$ cat config.mk
export PLATFORM = sky130hd
export DESIGN_NAME = lsu_top
export DESIGN_NICKNAME = d
export VERILOG_FILES = /design/src/hw/lsu_pkg.sv /design/src/hw/lsu_watchdog.sv /design/src/hw/store_align.sv /design/src/hw/load_extract.sv /design/src/hw/lsu_ctrl.sv /design/src/hw/lsu_top.sv
export VERILOG_INCLUDE_DIRS = /design/src /design/src/hw
export SDC_FILE = /design/constraint.sdc
export NUM_CORES = 1
export LEC_CHECK = 0
export ABC_AREA = 1
export BUFFER_PORTS_ARGS = -buffer_cell sky130_fd_sc_hd__buf_2
export CORE_ASPECT_RATIO = 1.1
export CORE_MARGIN = 3
export CORE_UTILIZATION = 34
export DETAILED_ROUTE_END_ITERATION = 8
export GPL_ROUTABILITY_DRIVEN = 0
export PLACE_DENSITY = 0.61
export SETUP_SLACK_MARGIN = 0.02
export SLEW_MARGIN = 10
export SYNTH_ARGS = -nofsm -noshare
export SYNTH_HDL_FRONTEND = slang
export SYNTH_SLANG_ARGS = --single-unit
$ cat constraint.sdc
create_clock -name clk -period 4.5 [get_ports clk]
set_input_delay 0.225 -clock clk [delete_from_list [all_inputs] [get_ports clk]]
set_output_delay 0.225 -clock clk [all_outputs]
set_load 0.02 [all_outputs]
$ cat src/hw/lsu_cfg.svh
`ifndef LSU_CFG_SVH
`define LSU_CFG_SVH

// Address window that the memory controller serves with INCR bursts
`define LSU_SDRAM_BASE 32'hA000_0000
`define LSU_SDRAM_END  32'hBFFF_FFFF

// Fixed transaction ID for every AR and AW
`define LSU_AXI_ID 4'h0

// Cycles of bus wait before a transaction is abandoned
`define LSU_WDOG_LIMIT 64

`endif

$ cat src/hw/lsu_pkg.sv
package lsu_pkg;

    typedef enum logic [3:0] {
        LB  = 4'h0,
        LH  = 4'h1,
        LW  = 4'h2,
        LBU = 4'h3,
        LHU = 4'h4,
        SB  = 4'h5,
        SH  = 4'h6,
        SW  = 4'h7,
        NOP = 4'hf
    } mem_op_e;

    typedef enum logic [1:0] {
        FAULT_NONE     = 2'd0,
        FAULT_BUS      = 2'd1, // Slave answered with a nonzero BRESP or RRESP
        FAULT_MISALIGN = 2'd2,
        FAULT_TIMEOUT  = 2'd3
    } fault_e;

    typedef enum logic [2:0] {
        S_IDLE = 3'd0,
        S_AR   = 3'd1,
        S_R    = 3'd2,
        S_AW_W = 3'd3,
        S_B    = 3'd4,
        S_RSP  = 3'd5
    } lsu_state_e;

    localparam logic [1:0] AXI_BURST_FIXED = 2'b00;
    localparam logic [1:0] AXI_BURST_INCR  = 2'b01;

    typedef struct packed {
        mem_op_e     op;
        logic [31:0] addr;
        logic [31:0] wdata;
        logic [4:0]  tag;
    } lsu_req_t;

    typedef struct packed {
        logic [4:0]  tag;
        logic [31:0] rdata;
        fault_e      fault;
    } lsu_rsp_t;

    typedef struct packed {
        logic [31:0] addr;
        logic [3:0]  id;
        logic [7:0]  len;
        logic [2:0]  size;
        logic [1:0]  burst;
    } axi_a_t;

    typedef struct packed {
        logic [31:0] data;
        logic [3:0]  strb;
        logic        last;
    } axi_w_t;

    typedef struct packed {
        logic [1:0] resp;
        logic [3:0] id;
    } axi_b_t;

    typedef struct packed {
        logic [31:0] data;
        logic [1:0]  resp;
        logic        last;
        logic [3:0]  id;
    } axi_r_t;

endpackage

$ cat src/hw/lsu_watchdog.sv
`include "lsu_cfg.svh"

module lsu_watchdog (
    input  logic clk,
    input  logic rst,
    input  logic run,
    output logic expired
);

    localparam int LIMIT = `LSU_WDOG_LIMIT;
    localparam int CNT_W = $clog2(LIMIT + 1);

    logic [CNT_W-1:0] cnt;

    always_ff @(posedge clk or posedge rst) begin
        if (rst) begin
            cnt <= '0;
        end else if (!run) begin
            cnt <= '0; // Every new bus wait starts from zero
        end else if (cnt != CNT_W'(LIMIT)) begin
            cnt <= cnt + 1'b1;
        end
    end

    assign expired = (cnt == CNT_W'(LIMIT));

endmodule

$ cat src/hw/store_align.sv
module store_align import lsu_pkg::*; (
    input  lsu_req_t   req,
    output axi_w_t     w,
    output logic [2:0] size
);

    logic [1:0] offset;
    logic [4:0] shamt;

    assign offset = req.addr[1:0];
    assign shamt  = {offset, 3'b000};

    always_comb begin
        w.last = 1'b1; // Single beat, so the only beat is the last
        case (req.op)
            SB: begin
                w.data = {24'b0, req.wdata[7:0]} << shamt;
                w.strb = 4'b0001 << offset;
                size   = 3'd0;
            end
            SH: begin
                w.data = {16'b0, req.wdata[15:0]} << shamt;
                w.strb = 4'b0011 << offset;
                size   = 3'd1;
            end
            SW: begin
                w.data = req.wdata;
                w.strb = 4'b1111;
                size   = 3'd2;
            end
            default: begin
                w.data = '0;
                w.strb = 4'b0000; // Loads and NOP never write a lane
                size   = 3'd2;
            end
        endcase
    end

endmodule

$ cat src/hw/load_extract.sv
module load_extract import lsu_pkg::*; (
    input  mem_op_e     op,
    input  logic [1:0]  offset,
    input  logic [31:0] raw,
    output logic [31:0] data
);

    logic [31:0] shifted;

    // The addressed byte lands in lane 0
    assign shifted = raw >> {offset, 3'b000};

    always_comb begin
        case (op)
            LB: begin
                data = {{24{shifted[7]}}, shifted[7:0]};
            end
            LBU: begin
                data = {24'b0, shifted[7:0]};
            end
            LH: begin
                data = {{16{shifted[15]}}, shifted[15:0]};
            end
            LHU: begin
                data = {16'b0, shifted[15:0]};
            end
            default: begin
                data = shifted;
            end
        endcase
    end

endmodule

$ cat src/hw/lsu_ctrl.sv
`include "lsu_cfg.svh"

module lsu_ctrl import lsu_pkg::*; (
    input  logic        clk,
    input  logic        rst,
    input  logic        req_valid,
    output logic        req_ready,
    input  lsu_req_t    req,
    output logic        rsp_valid,
    input  logic        rsp_ready,
    output lsu_rsp_t    rsp,
    output logic        ar_valid,
    input  logic        ar_ready,
    output axi_a_t      ar,
    input  logic        r_valid,
    output logic        r_ready,
    input  axi_r_t      r,
    output logic        aw_valid,
    input  logic        aw_ready,
    output axi_a_t      aw,
    output logic        w_valid,
    input  logic        w_ready,
    output axi_w_t      w,
    input  logic        b_valid,
    output logic        b_ready,
    input  axi_b_t      b,
    input  logic [2:0]  st_size,
    input  axi_w_t      st_w,
    input  logic [31:0] ld_data,
    output lsu_req_t    cur_req,
    output logic        wdog_run,
    input  logic        wdog_expired
);

    lsu_state_e  state, state_d;
    lsu_req_t    req_q;
    fault_e      fault_q, fault_d;
    logic [31:0] rdata_q, rdata_d;
    logic        rsp_load;
    logic        aw_done, w_done, aw_done_d, w_done_d;
    logic        bus_dead; // Set by a timeout, cleared only by reset
    logic [1:0]  burst;
    logic [2:0]  ld_size;

    function automatic logic is_load(mem_op_e op);
        return op inside {LB, LH, LW, LBU, LHU};
    endfunction

    function automatic logic misaligned(lsu_req_t q);
        logic half, word;
        half = q.op inside {LH, LHU, SH};
        word = q.op inside {LW, SW};
        return (half && q.addr[0]) || (word && (q.addr[1:0] != 2'b00));
    endfunction

    assign burst = (req_q.addr >= `LSU_SDRAM_BASE && req_q.addr <= `LSU_SDRAM_END) ?
                   AXI_BURST_INCR : AXI_BURST_FIXED;

    always_comb begin
        case (req_q.op)
            LB, LBU: ld_size = 3'd0;
            LH, LHU: ld_size = 3'd1;
            default: ld_size = 3'd2;
        endcase
    end

    assign ar = '{addr: req_q.addr, id: `LSU_AXI_ID, len: 8'd0, size: ld_size, burst: burst};
    assign aw = '{addr: req_q.addr, id: `LSU_AXI_ID, len: 8'd0, size: st_size, burst: burst};
    assign w  = st_w;

    assign ar_valid  = (state == S_AR);
    assign r_ready   = (state == S_R);
    assign aw_valid  = (state == S_AW_W) && !aw_done;
    assign w_valid   = (state == S_AW_W) && !w_done;
    assign b_ready   = (state == S_B);
    assign rsp_valid = (state == S_RSP);
    assign wdog_run  = state inside {S_AR, S_R, S_AW_W, S_B};

    assign aw_done_d = aw_done || (aw_valid && aw_ready);
    assign w_done_d  = w_done || (w_valid && w_ready);

    always_comb begin
        state_d  = state;
        rsp_load = 1'b0;
        fault_d  = FAULT_NONE;
        rdata_d  = '0;
        case (state)
            S_IDLE: begin
                if (req_valid && req_ready) begin
                    if (req.op == NOP) begin
                        state_d  = S_RSP;
                        rsp_load = 1'b1;
                    end else if (misaligned(req)) begin
                        state_d  = S_RSP;
                        rsp_load = 1'b1;
                        fault_d  = FAULT_MISALIGN;
                    end else if (bus_dead) begin
                        state_d  = S_RSP; // Slave stopped answering earlier
                        rsp_load = 1'b1;
                        fault_d  = FAULT_TIMEOUT;
                    end else if (is_load(req.op)) begin
                        state_d = S_AR;
                    end else begin
                        state_d = S_AW_W;
                    end
                end
            end
            S_AR: begin
                if (ar_ready) begin
                    state_d = S_R;
                end
            end
            S_R: begin
                if (r_valid) begin
                    state_d  = S_RSP;
                    rsp_load = 1'b1;
                    fault_d  = (r.resp != 2'b00) ? FAULT_BUS : FAULT_NONE;
                    rdata_d  = (r.resp != 2'b00) ? 32'b0 : ld_data;
                end
            end
            S_AW_W: begin
                if (aw_done_d && w_done_d) begin
                    state_d = S_B; // The two channels may finish in either order
                end
            end
            S_B: begin
                if (b_valid) begin
                    state_d  = S_RSP;
                    rsp_load = 1'b1;
                    fault_d  = (b.resp != 2'b00) ? FAULT_BUS : FAULT_NONE;
                end
            end
            S_RSP: begin
                if (rsp_ready) begin
                    state_d = S_IDLE;
                end
            end
            default: begin
                state_d = S_IDLE;
            end
        endcase
        if (wdog_run && wdog_expired) begin
            state_d  = S_RSP; // Drops every valid and ready at once
            rsp_load = 1'b1;
            fault_d  = FAULT_TIMEOUT;
            rdata_d  = '0;
        end
    end

    always_ff @(posedge clk or posedge rst) begin
        if (rst) begin
            state     <= S_IDLE;
            req_ready <= 1'b0;
            aw_done   <= 1'b0;
            w_done    <= 1'b0;
            bus_dead  <= 1'b0;
        end else begin
            state     <= state_d;
            req_ready <= (state_d == S_IDLE);
            aw_done   <= (state == S_IDLE) ? 1'b0 : aw_done_d;
            w_done    <= (state == S_IDLE) ? 1'b0 : w_done_d;
            if (wdog_run && wdog_expired) begin
                bus_dead <= 1'b1;
            end
        end
    end

    always_ff @(posedge clk) begin
        if (req_valid && req_ready) begin
            req_q <= req;
        end
        if (rsp_load) begin
            fault_q <= fault_d;
            rdata_q <= rdata_d;
        end
    end

    assign rsp     = '{tag: req_q.tag, rdata: rdata_q, fault: fault_q};
    assign cur_req = req_q;

endmodule

$ cat src/hw/lsu_top.sv
module lsu_top import lsu_pkg::*; (
    input  logic     clk,
    input  logic     rst,
    input  logic     req_valid,
    output logic     req_ready,
    input  lsu_req_t req,
    output logic     rsp_valid,
    input  logic     rsp_ready,
    output lsu_rsp_t rsp,
    output logic     ar_valid,
    input  logic     ar_ready,
    output axi_a_t   ar,
    input  logic     r_valid,
    output logic     r_ready,
    input  axi_r_t   r,
    output logic     aw_valid,
    input  logic     aw_ready,
    output axi_a_t   aw,
    output logic     w_valid,
    input  logic     w_ready,
    output axi_w_t   w,
    input  logic     b_valid,
    output logic     b_ready,
    input  axi_b_t   b
);

    lsu_req_t    cur_req;
    axi_w_t      st_w;
    logic [2:0]  st_size;
    logic [31:0] ld_data;
    logic        wdog_run;
    logic        wdog_expired;

    lsu_ctrl lsu_ctrl_inst (
        .clk          (clk),
        .rst          (rst),
        .req_valid    (req_valid),
        .req_ready    (req_ready),
        .req          (req),
        .rsp_valid    (rsp_valid),
        .rsp_ready    (rsp_ready),
        .rsp          (rsp),
        .ar_valid     (ar_valid),
        .ar_ready     (ar_ready),
        .ar           (ar),
        .r_valid      (r_valid),
        .r_ready      (r_ready),
        .r            (r),
        .aw_valid     (aw_valid),
        .aw_ready     (aw_ready),
        .aw           (aw),
        .w_valid      (w_valid),
        .w_ready      (w_ready),
        .w            (w),
        .b_valid      (b_valid),
        .b_ready      (b_ready),
        .b            (b),
        .st_size      (st_size),
        .st_w         (st_w),
        .ld_data      (ld_data),
        .cur_req      (cur_req),
        .wdog_run     (wdog_run),
        .wdog_expired (wdog_expired)
    );

    lsu_watchdog lsu_watchdog_inst (
        .clk     (clk),
        .rst     (rst),
        .run     (wdog_run),
        .expired (wdog_expired)
    );

    store_align store_align_inst (
        .req  (cur_req),
        .w    (st_w),
        .size (st_size)
    );

    // Read data goes straight from the R channel into the extractor
    load_extract load_extract_inst (
        .op     (cur_req.op),
        .offset (cur_req.addr[1:0]),
        .raw    (r.data),
        .data   (ld_data)
    );

endmodule

==> results of run 1 <==
==> sequential cells by signal (all words and copies together) (netlist names) <==
name                     flops
lsu_ctrl_inst.ar            32
lsu_ctrl_inst.w_done         1
lsu_ctrl_inst.cur_req       41
lsu_ctrl_inst.rdata_q       32
lsu_ctrl_inst.bus_dead       1
lsu_ctrl_inst.fault_q        2
lsu_ctrl_inst.aw_done        1
lsu_ctrl_inst.state          3
lsu_ctrl_inst.req_ready      1
lsu_watchdog_inst.cnt        7
==> per-layer routing <==
metal  GRT usage, %  wire length, um  vias up
met2           29.2             9150      237
met3           4.91             1300       31
met4           7.19              433        2
met5              0               14        -
met1           21.2             7320     2438
li1               -                -     2662
==> Yosys cell counts, drive strengths merged <==
master and number:
o211ai 2, dfrtp 14, or2 3, edfxtp 107
nand4 4, inv 89, clkbuf 6, o21bai 1
nand3 40, o221ai 1, nand3b 1, a21oi 14
nor2 50, a22oi 3, nor3 7, xor2 1
ha 2, nor4 1, conb 2, a22o 8
and3b 1, o21ai 46, buf 113, o22ai 14
a221oi 7, nand2 134
==> worst max-delay path: stages, from the launching register on <==
cell	delay (ns)
edfxtp_1	0.42
nand2_1	0.13
inv_1	0.05
nor2_1	0.12
nand2_1	0.14
nor2_1	0.66
a22o_1	0.25
buf_2	0.18
==> report_power, final <==
group	total (mW)	switching, mW	internal, mW	leakage [nW]
logic	1.27	0.875	0.394	2.83
clock network	1.39	0.517	0.875	0.291
registers	1.60	0.0928	1.51	1.17
==> stage by stage <==
stage	setup WS, ns	total power, mW	hold slack, ns
finish	1.92	4.26	0.0516
detailed placement	1.97	2.85	0.296
CTS	1.82	4.31	0.0290
floorplan	0.802	2.56	0.114
global placement	1.97	2.84	0.295
global route	1.66	4.50	0.0475
==> worst min-delay path by stage <==
stage,endpoint,slack [ns],cells past startpoint,start
3_3_place_gp,lsu_watchdog_inst.cnt[5],0.29,2,rst
3_5_place_dp,lsu_ctrl_inst.aw_done,0.30,2,rst
5_1_grt,lsu_ctrl_inst.cur_req[72],0.05,1,req[72]
6_report,lsu_ctrl_inst.cur_req[72],0.05,1,req[72]
2_1_floorplan,lsu_ctrl_inst.aw_done,0.11,1,rst
4_1_cts,lsu_ctrl_inst.cur_req[72],0.03,1,req[72]
==> area by class of cell <==
class                   count  area, um^2  share of cell area, %
inverters                  89         334                   3.83
well taps                 243         304                   3.49
repair buffers            345        2090                   24.0
diodes                      1        2.50                 0.0287
clock buffers              18         429                   4.92
clock inverters            14         173                   1.98
flip-flops and latches    121        3560                   40.8
multi-input cells         369        1830                   20.9
==> cell families (layout without fill, tap and decap cells) <==
group	Yosys count	after routing	synth area share (%)
and+or+nand+nor	241	241	16.7
DFF	121	121	55.1
buffers and inverters	208	466	18.3
adders and majority gates	2	2	0.387
AOI/OAI and AO/OA	96	96	9.28
other	2	30	0.116
xor gates and xnor gates	1	1	0.135
==> reports/summary.log, run 1 <==
[logic_synthesis] sequential fraction of the synthesis area 55.1%
[layout] fin area 8720 um^2
[route] DRC violation count after routing 0
[clocking] number of setup buffers added after CTS 0
[grt] via count of the first global-routing pass 5179
[worst_setup_path] CP startpoint kind register
[layout] final core utilization 47.0%
[logic_synthesis] Gate Count Post-Synth 671
[route] DRT iter0 DRCs 333
[die] Horiz. Die Dim 138 um
[timing] sum of negative setup slack 0 ns
[worst_setup_path] capture point of the worst reg-to-reg path lsu_ctrl_inst.rdata_q[18]
[worst_setup_path] Arr. time, crit path 2.36 ns
[clocking] post_cts resized 0
[place] cell area after placement 7420 um^2
[clocking] total number of clock tree sinks 121
[worst_setup_path] endpoint type of the worst setup path output port
[place] hpwl dp 13200 um
[timing] Hold Violations, Final 0
[logic_synthesis] summed instance area of the synthesized netlist 6470 um^2
[worst_setup_path] worst setup path category register to output port
[clocking] CTS buffer count 17
[clocking] clock slew seen by the registers of the worst setup and hold paths 0.05 ns
[logic_synthesis] Yosys Warn Count 0
[layout] number of nets in the layout 1072
[layout] total of fill cells in the finished design 1756
[grt] Global Route Usage Sum 17.5%
[timing] maximum achievable frequency 387 MHz
[die] initial core utilization 34.9%
[clocking] deepest level of the CTS H-tree 4
[timing] number of failing setup endpoints in the final timing report 0
[route] vias per cell 4.48
[logic_synthesis] post-synthesis sequential element count 121
[grt] final global-route overflow total 0
[logic_synthesis] main area contributors after synthesis edfxtp_1 (50%), buf_4 (12%), nand2_1 (7.7%), dfrtp_1 (5.4%), inv_1 (4.5%)
[die] core region area 18500 um^2
[worst_setup_path] Crit. Startpoint lsu_ctrl_inst.cur_req[69]
[clocking] clock latency at the later pin of the worst-skew pair 0.41 ns
[die] vertical die dimension 151 um
[pwr] IR Drop Worst-Case VDD 0.000267 V
[logic_synthesis] Post-Synthesis Mean Instance Area 9.64 um^2
[place] number of cells in the design after placement 1097
[pwr] Pwr per Cell Area 488 nW/um^2
[die] num ports 308
[worst_setup_path] worst endpoint required time 4.28 ns
[hold_path] worst min-delay path class input pin to register
[run_status] status complete, no violations
[worst_setup_path] logic depth of the worst register-to-register path 8
[flow_run] number of maximum-capacitance constraint violations 0
[route] DR pass1 iterations 5
[die] number of placement rows 52
[timing] Period minus WS final 2.58 ns
[timing] final count of pins violating max slew 0
[layout] most used cells in the layout excluding fill and tap cells buf_2 (269), nand2_1 (132), edfxtp_1 (107)
[grt] pin count of the biggest net entering global routing 74
[route] Post-Route WL 18200 um
[worst_setup_path] Critical path destination w[27]
[grt] wire length of the first global-routing pass 27500 um
[clocking] hold bufs inserted after CTS 70
[timing] pin slew with the least headroom to its limit 1.04 ns
[logic_synthesis] Distinct cells, synth 38
[route] post-detailed-route count of antenna-violating nets 0
[worst_setup_path] top fanout value on the critical path 8
[place] IO Port Bufs 269
[timing] worst slew margin relative to its limit 30.2%
[worst_setup_path] Register-to-Register Setup Slack 1.99 ns
[route] average wire per cell in the routed design 15.2 um
[logic_synthesis] top-area cell type share of the netlist area 49.7%
[layout] commonest non-fill, non-tap cell in the layout buf_2
[layout] final non-filler cell total 1200
[timing] share of the clock period used by the worst path after layout 57.4%
[pwr] static leakage power 4.29 nW
[die] overall die area 20700 um^2
[layout] layout overhead on the synthesized area 34.8%
[route] vias after detailed routing 5370
[worst_setup_path] reg-to-reg startpoint lsu_ctrl_inst.ar[18]
[logic_synthesis] library cell with the largest summed area after synthesis edfxtp_1
[grt] number of antenna violations at the first check in global routing 2
[clocking] Bufs on Longest Clock Path 2
[timing] unrepaired setup endpoints after global routing false
[layout] proportion of layout cells with a drive suffix above 1 36.0%
[clocking] CTS root buf clkbuf_16
[timing] worst clock skew on the final layout 0.00845 ns
[clocking] CTS tree built
Power figures use the tool's default switching activity.
==> inputs of run 2 (changes only) <==
Clock period 4.5 ns to 2.45 ns, I/O delays scaled along.
==> reports/summary.log, run 2 (synthesized netlist as in run 1, its figures left out) <==
[pwr] Int Pwr 5.06 mW
[pwr] share of total power consumed by net switching 35.9%
[clocking] Bufs on Longest Clock Path 2
[layout] most used cells in the layout excluding fill and tap cells buf_2 (269), nand2_1 (128), edfxtp_1 (107)
[pwr] sequential cell fraction of total power 37.1%
[worst_setup_path] cell with the largest stage delay on the worst path edfxtp_1
[layout] proportion of layout cells with a drive suffix above 1 37.2%
[layout] fin area 8870 um^2
[timing] share of the clock period used by the worst path after layout 91.2%
[timing] number of failing setup endpoints in the final timing report 0
[pwr] static leakage power 4.34 nW
[die] number of placement rows 52
[hold_path] worst min-delay path class input pin to register
[worst_setup_path] worst path bufs/invs 3
[place] cell area after placement 7520 um^2
[layout] max reg flops 41
[die] vertical die dimension 151 um
[grt] Global Route Usage Sum 18.2%
[worst_setup_path] top fanout value on the critical path 9
[place] hpwl dp 13600 um
[grt] pin count of the biggest net entering global routing 74
[die] num ports 308
[die] overall die area 20700 um^2
[grt] met3 track utilization from global routing 4.18%
[clocking] clock slew seen by the registers of the worst setup and hold paths 0.06 ns
[timing] worst clock skew on the final layout 0.00754 ns
[timing] final count of pins violating max slew 0
[clocking] deepest level of the CTS H-tree 4
[layout] total area of multi-input combinational cells 1850 um^2
[clocking] CTS root buf clkbuf_16
[route] Post-Route WL 19200 um
[worst_setup_path] worst setup path category register to output port
[timing] pin slew with the least headroom to its limit 0.607 ns
[grt] met1 demand-to-capacity share in global routing 21.4%
[pwr] Pwr per Cell Area 891 nW/um^2
[timing] unrepaired setup endpoints after global routing true
[clocking] total number of clock tree sinks 121
[pwr] Comb pwr share 30.9%
[route] post-detailed-route count of antenna-violating nets 0
[place] IO Port Bufs 269
[clocking] CTS buffer count 17
[run_status] status complete, no violations
[route] DRC violation count after routing 0
[layout] number of diodes 0
[worst_setup_path] worst endpoint required time 2.33 ns
[layout] combined flip-flop and latch cell area 3560 um^2
[timing] Period minus WS final 2.23 ns
[layout] final core utilization 47.8%
[route] DR pass1 iterations 5
[worst_setup_path] worst-path cell chain nand2_1 > inv_1 > nor2_1 > nand2_1 > inv_1 > nand2_2 > o211ai_1 > buf_2
[worst_setup_path] Arr. time, crit path 2.11 ns
[route] vias after detailed routing 5494
[worst_setup_path] CP startpoint kind register
[grt] global routing usage on met2 31.5%
[grt] GRT Max-Usage Layer met2
[grt] wire length of the first global-routing pass 28600 um
[timing] maximum achievable frequency 448 MHz
[worst_setup_path] endpoint type of the worst setup path output port
[route] average wire per cell in the routed design 15.9 um
[layout] total of fill cells in the finished design 1771
[grt] final global-route overflow total 0
[pwr] reported net switching power 2.84 mW
[layout] commonest non-fill, non-tap cell in the layout buf_2
[pwr] overall power consumption 7.90 mW
[flow_run] number of maximum-capacitance constraint violations 0
[timing] worst slew margin relative to its limit 59.5%
[grt] via count of the first global-routing pass 5444
[pwr] IR Drop Worst-Case VDD 0.000592 V
[timing] Hold Violations, Final 0
[die] Horiz. Die Dim 138 um
[clocking] CTS tree built
[worst_setup_path] Largest stage delay, worst path 0.42 ns
[clocking] clock latency at the later pin of the worst-skew pair 0.41 ns
[pwr] part of the power in the clock network 31.9%
[route] DRT iter0 DRCs 360
[route] vias per cell 4.54
[die] initial core utilization 34.9%
[die] core region area 18500 um^2
[layout] number of nets in the layout 1083
[worst_setup_path] category of cells accounting for the largest share of critical-path delay simple AND/OR/NAND/NOR gates
[grt] number of antenna violations at the first check in global routing 0
[layout] layout overhead on the synthesized area 37.1%
[run 2: changes by cell type in the layout (fill, tap and decap cells not counted), sizes merged]
cell and delta:
clkbuf -1, bufinv -1, diode -1, buf +7, clkinv -2, inv +2
clkinvlp +2, dlygate4sd3 +4
[run 2: layer usage]
layer	wire length, um	share of wire, %
met5	0	0
met2	9730	51
met3	1360	7.1
met4	435	2.3
met1	7670	40
[run 2: worst paths after layout]
kind                                      startpoint  slack, ns  cells after the start                   endpoint
setup / recovery           lsu_ctrl_inst.cur_req[69]       0.22                      8                       w[3]
hold / removal                                 r[13]       0.05                      3   lsu_ctrl_inst.rdata_q[6]
setup reg to reg            lsu_watchdog_inst.cnt[0]       0.33                      9  lsu_ctrl_inst.rdata_q[17]
hold reg to reg             lsu_watchdog_inst.cnt[3]       0.49                      1   lsu_watchdog_inst.cnt[3]
max in group asynchronous                        rst       1.74                      3    lsu_ctrl_inst.req_ready
min in group asynchronous                        rst       0.30                      3   lsu_watchdog_inst.cnt[3]
[run 2: repair_timing]
item | 4_1_cts | 5_1_grt
endpoints found under the setup margin | 8 | 30
hold buffers | 74 | 0
gates resized for setup | 1 | 4
hold endpoints to repair | 87 | 0
buffers inserted | 0 | 0
[run 2: power by group through the flow]
stage               Combinational, mW  Clock [mW]  Sequential, mW
floorplan                        1.54           0            3.17
global placement                 2.33           0            2.97
detailed placement               2.35           0            2.97
CTS                              2.46        2.58            2.94
global route                     2.66        2.68            2.98
finish                           2.45        2.52            2.94
[run 2: stage by stage]
stage | setup slack [ns] | std cells | TNS (ns) | hold slack, ns
floorplan | -1.07 | 698 | -36.38 | 0.0117
global placement | 0.325 | 1104 | 0 | 0.201
detailed placement | 0.221 | 1104 | 0 | 0.213
CTS | 0.0568 | 1210 | 0 | 0.0341
global route | -0.0317 | 1210 | -0.139 | 0.0576
finish | 0.217 | 1210 | 0 | 0.0546
[run 2: cell type report]
class / count / area share [%]
flip-flops and latches: 121 / 40.2
well taps: 243 / 3.43
clock inverters: 15 / 1.86
multi-input cells: 369 / 20.9
inverters: 89 / 3.81
repair buffers: 356 / 25.1
clock buffers: 17 / 4.80
[run 2: tightest hold or removal path: cells and delay by family]
| kind | cells | cell delay [ns] |
|---|---|---|
| buffers and inverters | 1 | 0.08 |
| and+or+nand+nor | 1 | 0.08 |
| AOI/OAI and AO/OA | 1 | 0.07 |
==> inputs of run 3 (changes only) <==
Settings changed: RECOVER_POWER set to 100.
==> reports/summary.log, run 3 (synthesized netlist as in run 1, its figures left out) <==
[grt] wire length of the first global-routing pass 28600 um
[clocking] CTS buffer count 17
[clocking] number of setup buffers added after CTS 0
[run_status] status complete, no violations
[die] Horiz. Die Dim 138 um
[die] core region area 18500 um^2
[route] uppermost metal layer occupied by signal nets met4
[timing] sum of negative setup slack 0 ns
[pwr] reported net switching power 2.82 mW
[pwr] sequential cell fraction of total power 38.1%
[timing] unrepaired setup endpoints after global routing true
[flow_run] number of maximum-capacitance constraint violations 0
[timing] Hold Violations, Final 0
[route] Routed met1 length 7550 um
[pwr] Pwr per Cell Area 898 nW/um^2
[pwr] Comb pwr share 29.4%
[clocking] CTS root buf clkbuf_16
[worst_setup_path] CP startpoint kind register
[pwr] part of the power in the clock network 32.5%
[pwr] Int Pwr 4.93 mW
[grt] pin count of the biggest net entering global routing 74
[place] cell area after placement 7520 um^2
[clocking] total number of clock tree sinks 121
[route] DRT iter0 DRCs 354
[clocking] Bufs on Longest Clock Path 2
[route] vias per cell 4.55
[die] initial core utilization 34.9%
[timing] maximum achievable frequency 443 MHz
[layout] number of nets in the layout 1083
[pwr] IR Drop Worst-Case VDD 0.000565 V
[layout] max reg flops 41
[route] post-detailed-route count of antenna-violating nets 0
[die] vertical die dimension 151 um
[timing] worst slew margin relative to its limit 30.7%
[layout] most used cells in the layout excluding fill and tap cells nand2_1 (129), buf_2 (129), clkbuf_1 (125)
[clocking] clock latency at the later pin of the worst-skew pair 0.41 ns
[route] met3 wire length 1440 um
[grt] Global Route Usage Sum 18.2%
[layout] fin area 8630 um^2
[clocking] deepest level of the CTS H-tree 4
[grt] via count of the first global-routing pass 5444
[hold_path] worst min-delay path class input pin to register
[place] IO Port Bufs 269
[worst_setup_path] worst setup path category register to register
[worst_setup_path] worst endpoint required time 2.51 ns
[timing] number of failing setup endpoints in the final timing report 0
[layout] proportion of layout cells with a drive suffix above 1 22.5%
[timing] pin slew with the least headroom to its limit 1.04 ns
[clocking] CTS tree built
[timing] final count of pins violating max slew 0
[pwr] static leakage power 3.89 nW
[pwr] share of total power consumed by net switching 36.4%
[timing] Period minus WS final 2.25 ns
[die] num ports 308
[route] Post-Route WL 19200 um
[timing] worst clock skew on the final layout 0.00731 ns
[grt] number of antenna violations at the first check in global routing 0
[route] DR pass1 iterations 5
[worst_setup_path] endpoint type of the worst setup path register
[route] vias after detailed routing 5507
[layout] number of diodes 0
[worst_setup_path] top fanout value on the critical path 34
[clocking] clock slew seen by the registers of the worst setup and hold paths 0.06 ns
[die] number of placement rows 52
[place] hpwl dp 13600 um
[route] average wire per cell in the routed design 15.8 um
[grt] final global-route overflow total 0
[timing] worst hold slack after final layout 0.0534 ns
[route] Routed met2 length 9710 um
[timing] share of the clock period used by the worst path after layout 92.0%
[route] DRC violation count after routing 0
[layout] layout overhead on the synthesized area 33.4%
[die] overall die area 20700 um^2
[worst_setup_path] Arr. time, crit path 2.31 ns
-- run 3: path summary, 6_finish.rpt --
path / end / startpoint / slack, ns / cells past startpoint
setup / recovery: lsu_ctrl_inst.rdata_q[9] / lsu_watchdog_inst.cnt[0] / 0.20 / 7
hold / removal: lsu_ctrl_inst.rdata_q[3] / r[10] / 0.05 / 3
setup reg to reg: lsu_ctrl_inst.rdata_q[9] / lsu_watchdog_inst.cnt[0] / 0.20 / 7
hold reg to reg: lsu_watchdog_inst.cnt[3] / lsu_watchdog_inst.cnt[3] / 0.49 / 1
max in group asynchronous: lsu_ctrl_inst.req_ready / rst / 1.73 / 3
min in group asynchronous: lsu_watchdog_inst.cnt[3] / rst / 0.31 / 3
-- run 3: timing repair --
action,CTS,global route
hold buffers,74,0
gates resized for setup,1,4
pin swaps,0,0
endpoints found under the hold margin,87,0
setup endpoints to repair,8,30
-- run 3: metal layers --
layer | vias to the layer above | global-route usage, %
met5 | - | 0
met1 | 2553 | 21.4
met3 | 36 | 4.18
met2 | 238 | 31.5
met4 | 0 | 8.03
li1 | 2680 | -
-- run 3: power by group through the flow --
stage               Combinational, mW  Sequential [mW]  Clock (mW)
finish                           2.28             2.95        2.52
global route                     2.49             3.00        2.68
CTS                              2.46             2.94        2.58
detailed placement               2.35             2.97           0
global placement                 2.33             2.97           0
floorplan                        1.54             3.17           0
-- run 3: per-stage QoR --
step,power (mW),cells,setup slack (ns),util [%]
floorplan,4.71,698,-1.07,-
global placement,5.29,1104,0.325,40.6
detailed placement,5.32,1104,0.221,40.6
CTS,7.97,1210,0.0568,47.8
global route,8.17,1210,-0.0317,46.5
finish,7.75,1210,0.195,46.5
-- run 3: layout make-up --
| type | count | area [um^2] |
|---|---|---|
| fill | 1854 | 9910 |
| timing repair buffer | 356 | 2040 |
| inverter | 89 | 335 |
| multi-input combinational | 369 | 1790 |
| clock inverter | 15 | 165 |
| sequential | 121 | 3560 |
| clock buffer | 17 | 425 |
| tap | 243 | 304 |
-- run 3: critical path: stages, from the launching register on --
cell and delay [ns]:
dfrtp_1 0.38, inv_1 0.13, ha_1 0.19, nand4_1 0.14
nor3_1 0.21, nand2_2 0.23, nand4_1 0.15, clkbuf_4 0.44
